`config.mk`:
```
export PLATFORM = sky130hd
export DESIGN_NAME = cu_control
export DESIGN_NICKNAME = d
export VERILOG_FILES = /design/src/rtl/cu_pkg.sv /design/src/rtl/cu_data_buffer.sv /design/src/rtl/cu_read_engine.sv /design/src/rtl/cu_write_engine.sv /design/src/rtl/cu_control.sv
export SDC_FILE = /design/constraint.sdc
export NUM_CORES = 1
export LEC_CHECK = 0
export BUFFER_PORTS_ARGS = -buffer_cell sky130_fd_sc_hd__buf_2
export CORE_MARGIN = 2
export CORE_UTILIZATION = 45
export CTS_CLUSTER_DIAMETER = 60
export DETAILED_ROUTE_END_ITERATION = 10
export GPL_TIMING_DRIVEN = 0
export MAX_ROUTING_LAYER = met4
export PLACE_DENSITY = 0.65
export SETUP_SLACK_MARGIN = 0.1
export SLEW_MARGIN = 20
export SYNTH_ARGS = -nofsm -noshare
export SYNTH_HDL_FRONTEND = slang
export SYNTH_SLANG_ARGS = --single-unit
```
`constraint.sdc`:
```
create_clock -name clock -period 4.6 [get_ports clock]
set_clock_uncertainty 0.1 [all_clocks]
set_input_delay 0.92 -clock clock [delete_from_list [all_inputs] [get_ports clock]]
set_output_delay 0.92 -clock clock [all_outputs]
set_load 0.02 [all_outputs]
```
`src/rtl/cu_pkg.sv`:
```
// Shared widths, mode encoding and configuration field layout
// of the memory-copy compute unit
package cu_pkg;

	// Datapath widths
	localparam int ADDR_W  = 32;
	localparam int DATA_W  = 64;
	localparam int COUNT_W = 16;

	// Configuration word layout
	localparam int CFG_W         = 8;
	localparam int CFG_SHIFT_LSB = 4;
	localparam int CFG_SHIFT_W   = 3;
	localparam int CFG_SHIFT_DIR = 7;

	// Job mode, low two configuration bits
	typedef enum logic [1:0] {
		MODE_IDLE = 2'd0,
		MODE_READ = 2'd1,
		MODE_COPY = 2'd2
	} cu_mode_t;

	// Unused encoding 3 falls back to idle
	function automatic cu_mode_t decode_mode(input logic [CFG_W-1:0] cfg);
		cu_mode_t mode;
		case (cfg[1:0])
			2'd1: mode = MODE_READ;
			2'd2: mode = MODE_COPY;
			default: mode = MODE_IDLE;
		endcase
		return mode;
	endfunction

endpackage

```
`src/rtl/cu_data_buffer.sv`:
```
// First-word-fall-through FIFO carrying returned lines and their indices
module cu_data_buffer #(
	parameter int BUF_DEPTH = 8
) (
	input  logic                       clock,
	input  logic                       rstn,
	input  logic                       push,
	input  logic [cu_pkg::COUNT_W-1:0] push_index,
	input  logic [cu_pkg::DATA_W-1:0]  push_data,
	input  logic                       pop,
	output logic [cu_pkg::COUNT_W-1:0] pop_index,
	output logic [cu_pkg::DATA_W-1:0]  pop_data,
	output logic                       buf_empty,
	output logic [cu_pkg::COUNT_W-1:0] buf_free
);
	import cu_pkg::*;

	localparam int PTR_W = (BUF_DEPTH > 1) ? $clog2(BUF_DEPTH) : 1;
	localparam int OCC_W = $clog2(BUF_DEPTH + 1);

	logic [COUNT_W-1:0] index_mem [BUF_DEPTH];
	logic [DATA_W-1:0]  data_mem  [BUF_DEPTH];
	logic [PTR_W-1:0]   wr_ptr;
	logic [PTR_W-1:0]   rd_ptr;
	logic [OCC_W-1:0]   occupancy;

	// Circular wrap, depth need not be a power of two
	function automatic logic [PTR_W-1:0] next_ptr(input logic [PTR_W-1:0] ptr);
		if (ptr == PTR_W'(BUF_DEPTH - 1))
			return '0;
		return ptr + 1'b1;
	endfunction

	always_ff @(posedge clock) begin
		if (push) begin
			index_mem[wr_ptr] <= push_index;
			data_mem[wr_ptr]  <= push_data;
		end
	end

	always_ff @(posedge clock or negedge rstn) begin
		if (!rstn) begin
			wr_ptr    <= '0;
			rd_ptr    <= '0;
			occupancy <= '0;
		end else begin
			if (push)
				wr_ptr <= next_ptr(wr_ptr);
			if (pop)
				rd_ptr <= next_ptr(rd_ptr);
			case ({push, pop})
				2'b10: occupancy <= occupancy + 1'b1;
				2'b01: occupancy <= occupancy - 1'b1;
				default: ;
			endcase
		end
	end

	// Head entry is visible without a pop
	assign pop_index = index_mem[rd_ptr];
	assign pop_data  = data_mem[rd_ptr];
	assign buf_empty = (occupancy == '0);
	assign buf_free  = COUNT_W'(BUF_DEPTH) - COUNT_W'(occupancy);

endmodule

```
`src/rtl/cu_read_engine.sv`:
```
// Read engine: issues line reads, bounds in-flight reads,
// forwards returned lines to the data buffer and counts them
module cu_read_engine (
	input  logic                       clock,
	input  logic                       rstn,
	input  logic                       run_read,
	input  logic [cu_pkg::ADDR_W-1:0]  job_src,
	input  logic [cu_pkg::COUNT_W-1:0] job_size,
	input  logic [cu_pkg::COUNT_W-1:0] inflight_limit,
	input  logic                       cmd_full,
	input  logic                       rsp_valid,
	input  logic [cu_pkg::COUNT_W-1:0] rsp_tag,
	input  logic [cu_pkg::DATA_W-1:0]  rsp_data,
	input  logic                       keep_data,
	input  logic [cu_pkg::COUNT_W-1:0] buf_free,
	output logic                       cmd_valid,
	output logic [cu_pkg::ADDR_W-1:0]  cmd_addr,
	output logic [cu_pkg::COUNT_W-1:0] cmd_tag,
	output logic                       push,
	output logic [cu_pkg::COUNT_W-1:0] push_index,
	output logic [cu_pkg::DATA_W-1:0]  push_data,
	output logic [cu_pkg::COUNT_W-1:0] read_done_count
);
	import cu_pkg::*;

	logic [COUNT_W-1:0] issue_index;
	logic [COUNT_W-1:0] inflight;
	logic               lines_left;
	logic               under_limit;
	logic               buf_room;
	logic               rsp_take;

	////////////////////////////////////////
	// Issue side
	////////////////////////////////////////

	assign lines_left  = (issue_index < job_size);
	assign under_limit = (inflight < inflight_limit);
	// Every in-flight read holds a buffer slot, so pushes always fit
	assign buf_room    = !keep_data || (buf_free > inflight);

	assign cmd_valid = run_read && lines_left && under_limit && buf_room && !cmd_full;
	assign cmd_addr  = job_src + ADDR_W'(issue_index);
	assign cmd_tag   = issue_index;

	always_ff @(posedge clock or negedge rstn) begin
		if (!rstn) begin
			issue_index <= '0;
		end else if (!run_read) begin
			issue_index <= '0;
		end else if (cmd_valid) begin
			issue_index <= issue_index + 1'b1;
		end
	end

	////////////////////////////////////////
	// Response side
	////////////////////////////////////////

	assign rsp_take   = run_read && rsp_valid;
	// Tag carries the line index, order of return does not matter
	assign push       = rsp_take && keep_data;
	assign push_index = rsp_tag;
	assign push_data  = rsp_data;

	always_ff @(posedge clock or negedge rstn) begin
		if (!rstn) begin
			inflight        <= '0;
			read_done_count <= '0;
		end else if (!run_read) begin
			inflight        <= '0;
			read_done_count <= '0;
		end else begin
			case ({cmd_valid, rsp_take})
				2'b10: inflight <= inflight + 1'b1;
				2'b01: inflight <= inflight - 1'b1;
				default: ;
			endcase
			if (rsp_take)
				read_done_count <= read_done_count + 1'b1;
		end
	end

endmodule

```
`src/rtl/cu_write_engine.sv`:
```
// Write engine: drains buffered lines into write commands
// and counts write responses
module cu_write_engine (
	input  logic                       clock,
	input  logic                       rstn,
	input  logic                       run_write,
	input  logic [cu_pkg::ADDR_W-1:0]  job_dst,
	input  logic                       buf_empty,
	input  logic [cu_pkg::COUNT_W-1:0] pop_index,
	input  logic [cu_pkg::DATA_W-1:0]  pop_data,
	input  logic                       cmd_full,
	input  logic                       rsp_valid,
	output logic                       pop,
	output logic                       cmd_valid,
	output logic [cu_pkg::ADDR_W-1:0]  cmd_addr,
	output logic [cu_pkg::DATA_W-1:0]  cmd_data,
	output logic [cu_pkg::COUNT_W-1:0] write_done_count
);
	import cu_pkg::*;

	logic               pend_valid;
	logic [COUNT_W-1:0] pend_index;
	logic [DATA_W-1:0]  pend_data;

	////////////////////////////////////////
	// Pop and issue
	////////////////////////////////////////

	// Staged line waits here while the write side is full
	assign cmd_valid = run_write && pend_valid && !cmd_full;
	assign pop       = run_write && !buf_empty && !cmd_full && (!pend_valid || cmd_valid);

	// Same line index at the destination
	assign cmd_addr = job_dst + ADDR_W'(pend_index);
	assign cmd_data = pend_data;

	always_ff @(posedge clock or negedge rstn) begin
		if (!rstn) begin
			pend_valid <= 1'b0;
		end else if (!run_write) begin
			pend_valid <= 1'b0;
		end else if (pop) begin
			pend_valid <= 1'b1;
		end else if (cmd_valid) begin
			pend_valid <= 1'b0;
		end
	end

	always_ff @(posedge clock) begin
		if (pop) begin
			pend_index <= pop_index;
			pend_data  <= pop_data;
		end
	end

	////////////////////////////////////////
	// Response count
	////////////////////////////////////////

	always_ff @(posedge clock or negedge rstn) begin
		if (!rstn) begin
			write_done_count <= '0;
		end else if (!run_write) begin
			write_done_count <= '0;
		end else if (rsp_valid) begin
			write_done_count <= write_done_count + 1'b1;
		end
	end

endmodule

```
`src/rtl/cu_control.sv`:
```
// Memory-copy compute unit top: I/O registers, configuration decode,
// in-flight limit, return counters and done
module cu_control #(
	parameter int MAX_INFLIGHT = 16,
	parameter int BUF_DEPTH    = 8
) (
	input  logic                       clock,
	input  logic                       rstn,
	input  logic                       enable,
	input  logic [cu_pkg::CFG_W-1:0]   config_word,
	input  logic                       job_valid,
	input  logic [cu_pkg::ADDR_W-1:0]  job_src,
	input  logic [cu_pkg::ADDR_W-1:0]  job_dst,
	input  logic [cu_pkg::COUNT_W-1:0] job_size,
	output logic                       read_cmd_valid,
	output logic [cu_pkg::ADDR_W-1:0]  read_cmd_addr,
	output logic [cu_pkg::COUNT_W-1:0] read_cmd_tag,
	input  logic                       read_cmd_full,
	input  logic                       read_rsp_valid,
	input  logic [cu_pkg::COUNT_W-1:0] read_rsp_tag,
	input  logic [cu_pkg::DATA_W-1:0]  read_rsp_data,
	output logic                       write_cmd_valid,
	output logic [cu_pkg::ADDR_W-1:0]  write_cmd_addr,
	output logic [cu_pkg::DATA_W-1:0]  write_cmd_data,
	input  logic                       write_cmd_full,
	input  logic                       write_rsp_valid,
	output logic                       cu_done,
	output logic [cu_pkg::COUNT_W-1:0] cu_return_primary,
	output logic [cu_pkg::COUNT_W-1:0] cu_return_secondary,
	output logic [cu_pkg::CFG_W-1:0]   cu_status
);
	import cu_pkg::*;

	logic rstn_q;
	logic enabled;

	// Registered inputs
	logic [CFG_W-1:0]   cfg_q;
	logic               job_valid_q;
	logic [ADDR_W-1:0]  job_src_q;
	logic [ADDR_W-1:0]  job_dst_q;
	logic [COUNT_W-1:0] job_size_q;
	logic               rd_full_q;
	logic               wr_full_q;
	logic               rd_rsp_valid_q;
	logic [COUNT_W-1:0] rd_rsp_tag_q;
	logic [DATA_W-1:0]  rd_rsp_data_q;
	logic               wr_rsp_valid_q;

	// Control and status
	cu_mode_t                 mode;
	logic [CFG_SHIFT_W-1:0]   shift;
	logic [COUNT_W-1:0]       inflight_limit;
	logic                     run_read;
	logic                     run_write;
	logic                     rd_stall;
	logic                     wr_stall;
	logic                     done_next;
	logic [COUNT_W-1:0]       return_primary;
	logic [COUNT_W-1:0]       return_secondary;
	logic [COUNT_W-1:0]       read_done_count;
	logic [COUNT_W-1:0]       write_done_count;

	// Engine and buffer nets
	logic               rd_cmd_valid;
	logic [ADDR_W-1:0]  rd_cmd_addr;
	logic [COUNT_W-1:0] rd_cmd_tag;
	logic               wr_cmd_valid;
	logic [ADDR_W-1:0]  wr_cmd_addr;
	logic [DATA_W-1:0]  wr_cmd_data;
	logic               push;
	logic [COUNT_W-1:0] push_index;
	logic [DATA_W-1:0]  push_data;
	logic               pop;
	logic [COUNT_W-1:0] pop_index;
	logic [DATA_W-1:0]  pop_data;
	logic               buf_empty;
	logic [COUNT_W-1:0] buf_free;

	////////////////////////////////////////
	// Reset sync and enable
	////////////////////////////////////////

	always_ff @(posedge clock or negedge rstn) begin
		if (!rstn)
			rstn_q <= 1'b0;
		else
			rstn_q <= 1'b1;
	end

	always_ff @(posedge clock or negedge rstn_q) begin
		if (!rstn_q)
			enabled <= 1'b0;
		else
			enabled <= enable;
	end

	////////////////////////////////////////
	// Input registers
	////////////////////////////////////////

	always_ff @(posedge clock or negedge rstn_q) begin
		if (!rstn_q) begin
			cfg_q          <= '0;
			job_valid_q    <= 1'b0;
			rd_full_q      <= 1'b0;
			wr_full_q      <= 1'b0;
			rd_rsp_valid_q <= 1'b0;
			wr_rsp_valid_q <= 1'b0;
		end else begin
			// Strobes drop while disabled so a held value is never counted twice
			rd_rsp_valid_q <= enabled && read_rsp_valid;
			wr_rsp_valid_q <= enabled && write_rsp_valid;
			if (enabled) begin
				job_valid_q <= job_valid;
				rd_full_q   <= read_cmd_full;
				wr_full_q   <= write_cmd_full;
				// Zero word keeps the last configuration
				if (|config_word)
					cfg_q <= config_word;
			end
		end
	end

	always_ff @(posedge clock) begin
		if (enabled) begin
			job_src_q     <= job_src;
			job_dst_q     <= job_dst;
			job_size_q    <= job_size;
			rd_rsp_tag_q  <= read_rsp_tag;
			rd_rsp_data_q <= read_rsp_data;
		end
	end

	////////////////////////////////////////
	// Mode, run levels, in-flight limit
	////////////////////////////////////////

	assign mode  = decode_mode(cfg_q);
	assign shift = cfg_q[CFG_SHIFT_LSB +: CFG_SHIFT_W];

	// Run follows the job only; pausing goes through the stall levels
	always_ff @(posedge clock or negedge rstn_q) begin
		if (!rstn_q) begin
			run_read  <= 1'b0;
			run_write <= 1'b0;
		end else begin
			run_read  <= job_valid_q && (mode == MODE_READ || mode == MODE_COPY);
			run_write <= job_valid_q && (mode == MODE_COPY);
		end
	end

	always_ff @(posedge clock or negedge rstn_q) begin
		if (!rstn_q) begin
			inflight_limit <= '0;
		end else if (|cfg_q) begin
			if (cfg_q[CFG_SHIFT_DIR])
				inflight_limit <= (COUNT_W'(MAX_INFLIGHT) >> shift) - 1'b1;
			else
				inflight_limit <= (COUNT_W'(MAX_INFLIGHT) << shift) - 1'b1;
		end
	end

	assign rd_stall = rd_full_q || !enabled;
	assign wr_stall = wr_full_q || !enabled;

	////////////////////////////////////////
	// Engines and line buffer
	////////////////////////////////////////

	cu_read_engine read_engine_i (
		.clock          (clock          ),
		.rstn           (rstn_q         ),
		.run_read       (run_read       ),
		.job_src        (job_src_q      ),
		.job_size       (job_size_q     ),
		.inflight_limit (inflight_limit ),
		.cmd_full       (rd_stall       ),
		.rsp_valid      (rd_rsp_valid_q ),
		.rsp_tag        (rd_rsp_tag_q   ),
		.rsp_data       (rd_rsp_data_q  ),
		.keep_data      (run_write      ),
		.buf_free       (buf_free       ),
		.cmd_valid      (rd_cmd_valid   ),
		.cmd_addr       (rd_cmd_addr    ),
		.cmd_tag        (rd_cmd_tag     ),
		.push           (push           ),
		.push_index     (push_index     ),
		.push_data      (push_data      ),
		.read_done_count(read_done_count)
	);

	cu_data_buffer #(
		.BUF_DEPTH(BUF_DEPTH)
	) data_buffer_i (
		.clock     (clock     ),
		.rstn      (rstn_q    ),
		.push      (push      ),
		.push_index(push_index),
		.push_data (push_data ),
		.pop       (pop       ),
		.pop_index (pop_index ),
		.pop_data  (pop_data  ),
		.buf_empty (buf_empty ),
		.buf_free  (buf_free  )
	);

	cu_write_engine write_engine_i (
		.clock           (clock           ),
		.rstn            (rstn_q          ),
		.run_write       (run_write       ),
		.job_dst         (job_dst_q       ),
		.buf_empty       (buf_empty       ),
		.pop_index       (pop_index       ),
		.pop_data        (pop_data        ),
		.cmd_full        (wr_stall        ),
		.rsp_valid       (wr_rsp_valid_q  ),
		.pop             (pop             ),
		.cmd_valid       (wr_cmd_valid    ),
		.cmd_addr        (wr_cmd_addr     ),
		.cmd_data        (wr_cmd_data     ),
		.write_done_count(write_done_count)
	);

	////////////////////////////////////////
	// Done and return counters
	////////////////////////////////////////

	always_comb begin
		done_next        = 1'b0;
		return_primary   = write_done_count;
		return_secondary = read_done_count;
		case (mode)
			MODE_READ: begin
				return_primary   = read_done_count;
				return_secondary = write_done_count;
				done_next        = job_valid_q && (read_done_count == job_size_q);
			end
			MODE_COPY: begin
				done_next = job_valid_q && (write_done_count == job_size_q)
					&& (read_done_count == job_size_q);
			end
			default: ;
		endcase
	end

	////////////////////////////////////////
	// Output registers
	////////////////////////////////////////

	always_ff @(posedge clock or negedge rstn_q) begin
		if (!rstn_q) begin
			read_cmd_valid      <= 1'b0;
			write_cmd_valid     <= 1'b0;
			cu_done             <= 1'b0;
			cu_return_primary   <= '0;
			cu_return_secondary <= '0;
			cu_status           <= '0;
		end else begin
			read_cmd_valid      <= rd_cmd_valid;
			write_cmd_valid     <= wr_cmd_valid;
			cu_done             <= done_next;
			cu_return_primary   <= return_primary;
			cu_return_secondary <= return_secondary;
			cu_status           <= cfg_q;
		end
	end

	always_ff @(posedge clock) begin
		read_cmd_addr  <= rd_cmd_addr;
		read_cmd_tag   <= rd_cmd_tag;
		write_cmd_addr <= wr_cmd_addr;
		write_cmd_data <= wr_cmd_data;
	end

endmodule

```
==> flow_metrics.py <==
metrics = {
    "synthesis": {
        "synth-compound-area-share": 0.0288,
        "synth_mux_area_frac": 0.116,
        "syn-cell-area_mm2": 0.0448,
        "ys_ff_latch": 1175,
        "yosys_warnings": 0,
        "syn-num-nets": 2754,
        "yosysMostFrequentCell": "edfxtp_1",
        "synth_edf_count": 880,
        "ys.flop_type": "edfxtp_1",
        "synth-simple-area-share": 0.0436,
        "synthXorXnorAreaFrac": 0.0268,
        "ys_types": 72,
        "synth_area_leaders": "edfxtp_1, dfrtp_1, mux4_2",
        "async_reset_ff_frac": 0.129,
        "ys_top_cells_by_count": "edfxtp_1, mux4_2, dfrtp_1",
        "synthAdderAreaFrac": 0.0319,
        "synth_top_area_share": 0.590,
        "yosysTopAreaCell": "edfxtp_1",
        "synth_cells": 2467,
        "synth_seq_area_share": 0.739,
        "synth_top_family_by_area": "multiplexers",
        "synth_area_per_cell_um2": 18.1,
    },
    "global_route": {
        "first_global_vias": 25200,
        "gr-total-overflow": 0,
        "grt_max_degree": 56,
        "grt_pass1_wl_um": 158000,
        "grt_antenna_before_repair": 7,
        "grtUsageTotal": 0.213,
    },
    "setup_path": {
        "crit_start": "read_engine_i.cmd_tag[9]$_DFFE_PN0P_",
        "critPathKind": "register to register",
        "critical_path.top_delay_family": "compound AO/OA/AOI/OAI gates",
        "crit_chain": "ha_1 -> a21o_1 -> a221oi_1 -> o21ai_2 -> a311oi_2 -> o211ai_4 -> or2_1 -> buf_6 -> clkinv_8 -> nor2_2 -> fa_2 -> a21o_1 -> a21o_1 -> a2111oi_4 -> nor3_2 -> a41o_1 -> o21a_1 -> o311a_1 -> mux2i_1",
        "critPathBufInv": 2,
        "startpoint_type": "register",
        "critPathMaxStageDelay_ns": 0.47,
        "crit_path_max_fanout": 5,
        "critPathCaptureType": "register",
        "arrival_ns": 5.26,
        "r2r_start": "read_engine_i.cmd_tag[9]$_DFFE_PN0P_",
        "crit_path_frequent_cell": "a21o_1",
        "required_ns": 5.10,
        "slowest_stage": "dfrtp_2",
    },
    "placed_design": {
        "place_inst": 4167,
        "placed_area_mm2": 0.0495,
        "port_buffers": 362,
        "routabilityCongestion": 0.922,
        "dp_hpwl_um": 70100,
    },
    "pwr": {
        "p_leak_nw": 20.2,
        "powerDensity_mw_per_mm2": 450,
        "peakVddDrop_v": 0.000457,
        "p_total_w": 0.0246,
    },
    "clocking": {
        "cts.sinks": 1175,
        "clk_latency_ns": 0.72,
        "cts_tree": "built",
        "htree_levels": 3,
        "clock-root-buffer": "clkbuf_16",
        "cts_buffer_depth": 3,
        "numCtsBuffers": 120,
        "clkTransAtPathRegs_ns": 0.06,
    },
    "detailed_routing": {
        "dr.pass1.iters": 7,
        "routed_wl_um": 106000,
        "num_vias": 24100,
        "postRouteAntennaNets": 0,
        "via_per_inst": 5.40,
        "drc": 0,
        "drt_iter0_drc": 1801,
        "wire_per_inst_um": 23.6,
    },
    "final_layout": {
        "finalNonFillerCells": 4467,
        "fin_nets": 3353,
        "nFillCells": 7609,
        "drive_gt1_frac": 0.326,
        "utilization": 0.554,
        "postLayoutCellArea_mm2": 0.0546,
        "synthToLayoutAreaGrowth_pct": 21.9,
    },
    "floorplanning": {
        "die_w_um": 319,
        "initial_core_util": 0.455,
        "core_area_mm2": 0.0984,
        "rows": 115,
        "fp.dieH_um": 319,
        "io_pins": 363,
        "fp.dieArea_mm2": 0.102,
    },
    "flow_run": {
        "cap_violations": 0,
    },
    "sta": {
        "worst_slack_ns": -0.161,
        "slew_headroom": 0.307,
        "finalHoldViolCount": 0,
        "min_period_ns": 4.76,
        "maxSlewViolCount": 0,
        "rsz0062_at_grt": "yes",
        "clock.fmax_mhz": 210,
        "tns_ns": -0.359,
        "fin_crit_sh": 1.03,
        "final-setup-viol-count": 4,
        "tightest_slew_ns": 1.04,
    },
    "worst_hold_path": {
        "hold_path_class": "register to register",
        "worstHoldStart": "write_engine_i.cmd_data[56]$_DFFE_PP_",
    },
    "outcome": {
        "status": "complete, but fails checks",
        "violations": "negative setup slack",
    },
}
## report_power, final
group / internal [W] / switching (W) / total, W
sequential: 0.0117 / 0.000196 / 0.0119
combinational: 0.00138 / 0.00137 / 0.00275
clock: 0.00580 / 0.00412 / 0.00993
total: 0.0189 / 0.00569 / 0.0246
## metal layers
layer	GRT usage	wire (µm)	vias up
li1	-	-	10700
met1	0.275	44000	12500
met2	0.352	52900	770
met3	0.0373	6300	167
met4	0.0552	2390	0
met5	-	0	-
## path summary, 6_finish.rpt
path                                                     endpoint  slack (ns)  depth (start not counted)
setup reg to reg           read_engine_i.inflight[14]$_DFFE_PN0P_       -0.16                         19
setup / recovery           read_engine_i.inflight[14]$_DFFE_PN0P_       -0.16                         19
hold / removal                         write_cmd_data[56]$_DFF_P_        0.23                          0
hold reg to reg                        write_cmd_data[56]$_DFF_P_        0.23                          0
min in group asynchronous        cu_return_secondary[5]$_DFF_PN0_        0.28                          0
max in group asynchronous    read_engine_i.cmd_tag[8]$_DFFE_PN0P_        3.06                          2
## stage by stage
step           hold slack [ns]  setup slack (ns)
2_1_floorplan            0.223             -1.21
3_3_place_gp             0.224             -3.89
3_5_place_dp             0.228             -1.35
4_1_cts                  0.196            -0.207
5_1_grt                  0.202            -0.309
6_report                 0.233            -0.161
## timing repair
item | in CTS | in global routing
pin swaps | 18 | 21
hold buffers | 1 | 0
setup endpoints to repair | 13 | 7
cloned | 4 | 2
endpoints found under the hold margin | 1 | 0
resized for setup | 45 | 21
buffers inserted | 30 | 27
## cells in the final DEF, fill, tap and decap left out, drive strengths merged, types with 12 or more instances in the layout
cell type	count
edfxtp	880
buf	486
clkbuf	235
and2	23
nand2b	22
a21oi	55
nand4	18
nand2	119
and3	30
mux2	120
nor3	24
nor4	13
o21a	12
dfrtp	151
nand3	33
nor2	64
clkinv	34
o21ai	44
ha	107
a21o	24
xor2	61
dfxtp	144
mux2i	23
mux4	160
xnor2	74
inv	83
## state kept, by name (all words and copies together), names as in the netlist, 8 cells and up
| signal | cells |
|---|---|
| read_engine_i.inflight | 16 |
| cu_return_secondary | 16 |
| read_cmd_tag | 16 |
| job_size_q | 16 |
| read_engine_i.read_done_count | 16 |
| rd_rsp_tag_q | 16 |
| cu_status | 8 |
| cu_return_primary | 16 |
| job_dst_q | 32 |
| write_engine_i.cmd_data | 64 |
| job_src_q | 32 |
| write_cmd_addr | 32 |
| write_engine_i.write_done_count | 16 |
| read_engine_i.cmd_tag | 16 |
| read_cmd_addr | 32 |
| write_engine_i.pend_index | 16 |
| write_cmd_data | 64 |
| data_buffer_i.data_mem | 512 |
| data_buffer_i.index_mem | 128 |
| rd_rsp_data_q | 64 |
| inflight_limit | 16 |
| cfg_q | 8 |
## final cells by class
type | instances | area (µm²) | share of cell area
sequential | 1175 | 33100 | 0.607
multi-input combinational | 1139 | 11600 | 0.212
timing repair buffer | 476 | 3510 | 0.0643
clock buffer | 172 | 3440 | 0.0631
tap | 1287 | 1610 | 0.0295
clock inverter | 58 | 692 | 0.0127
buffer | 76 | 309 | 0.00566
inverter | 78 | 305 | 0.00560
antenna | 6 | 15.0 | 0.000275
## cell families (layout without fill, tap and decap cells)
family                     count (synthesis)  count (layout)
AOI/OAI and AO/OA                        196             196
xor gates and xnor gates                 135             135
adders and majority gates                112             112
buffers and inverters                    155             860
DFF                                     1175            1175
muxes                                    303             303
other                                      1               7
and+or+nand+nor                          390             392
No activity file was read; power rests on OpenSTA's default activity.
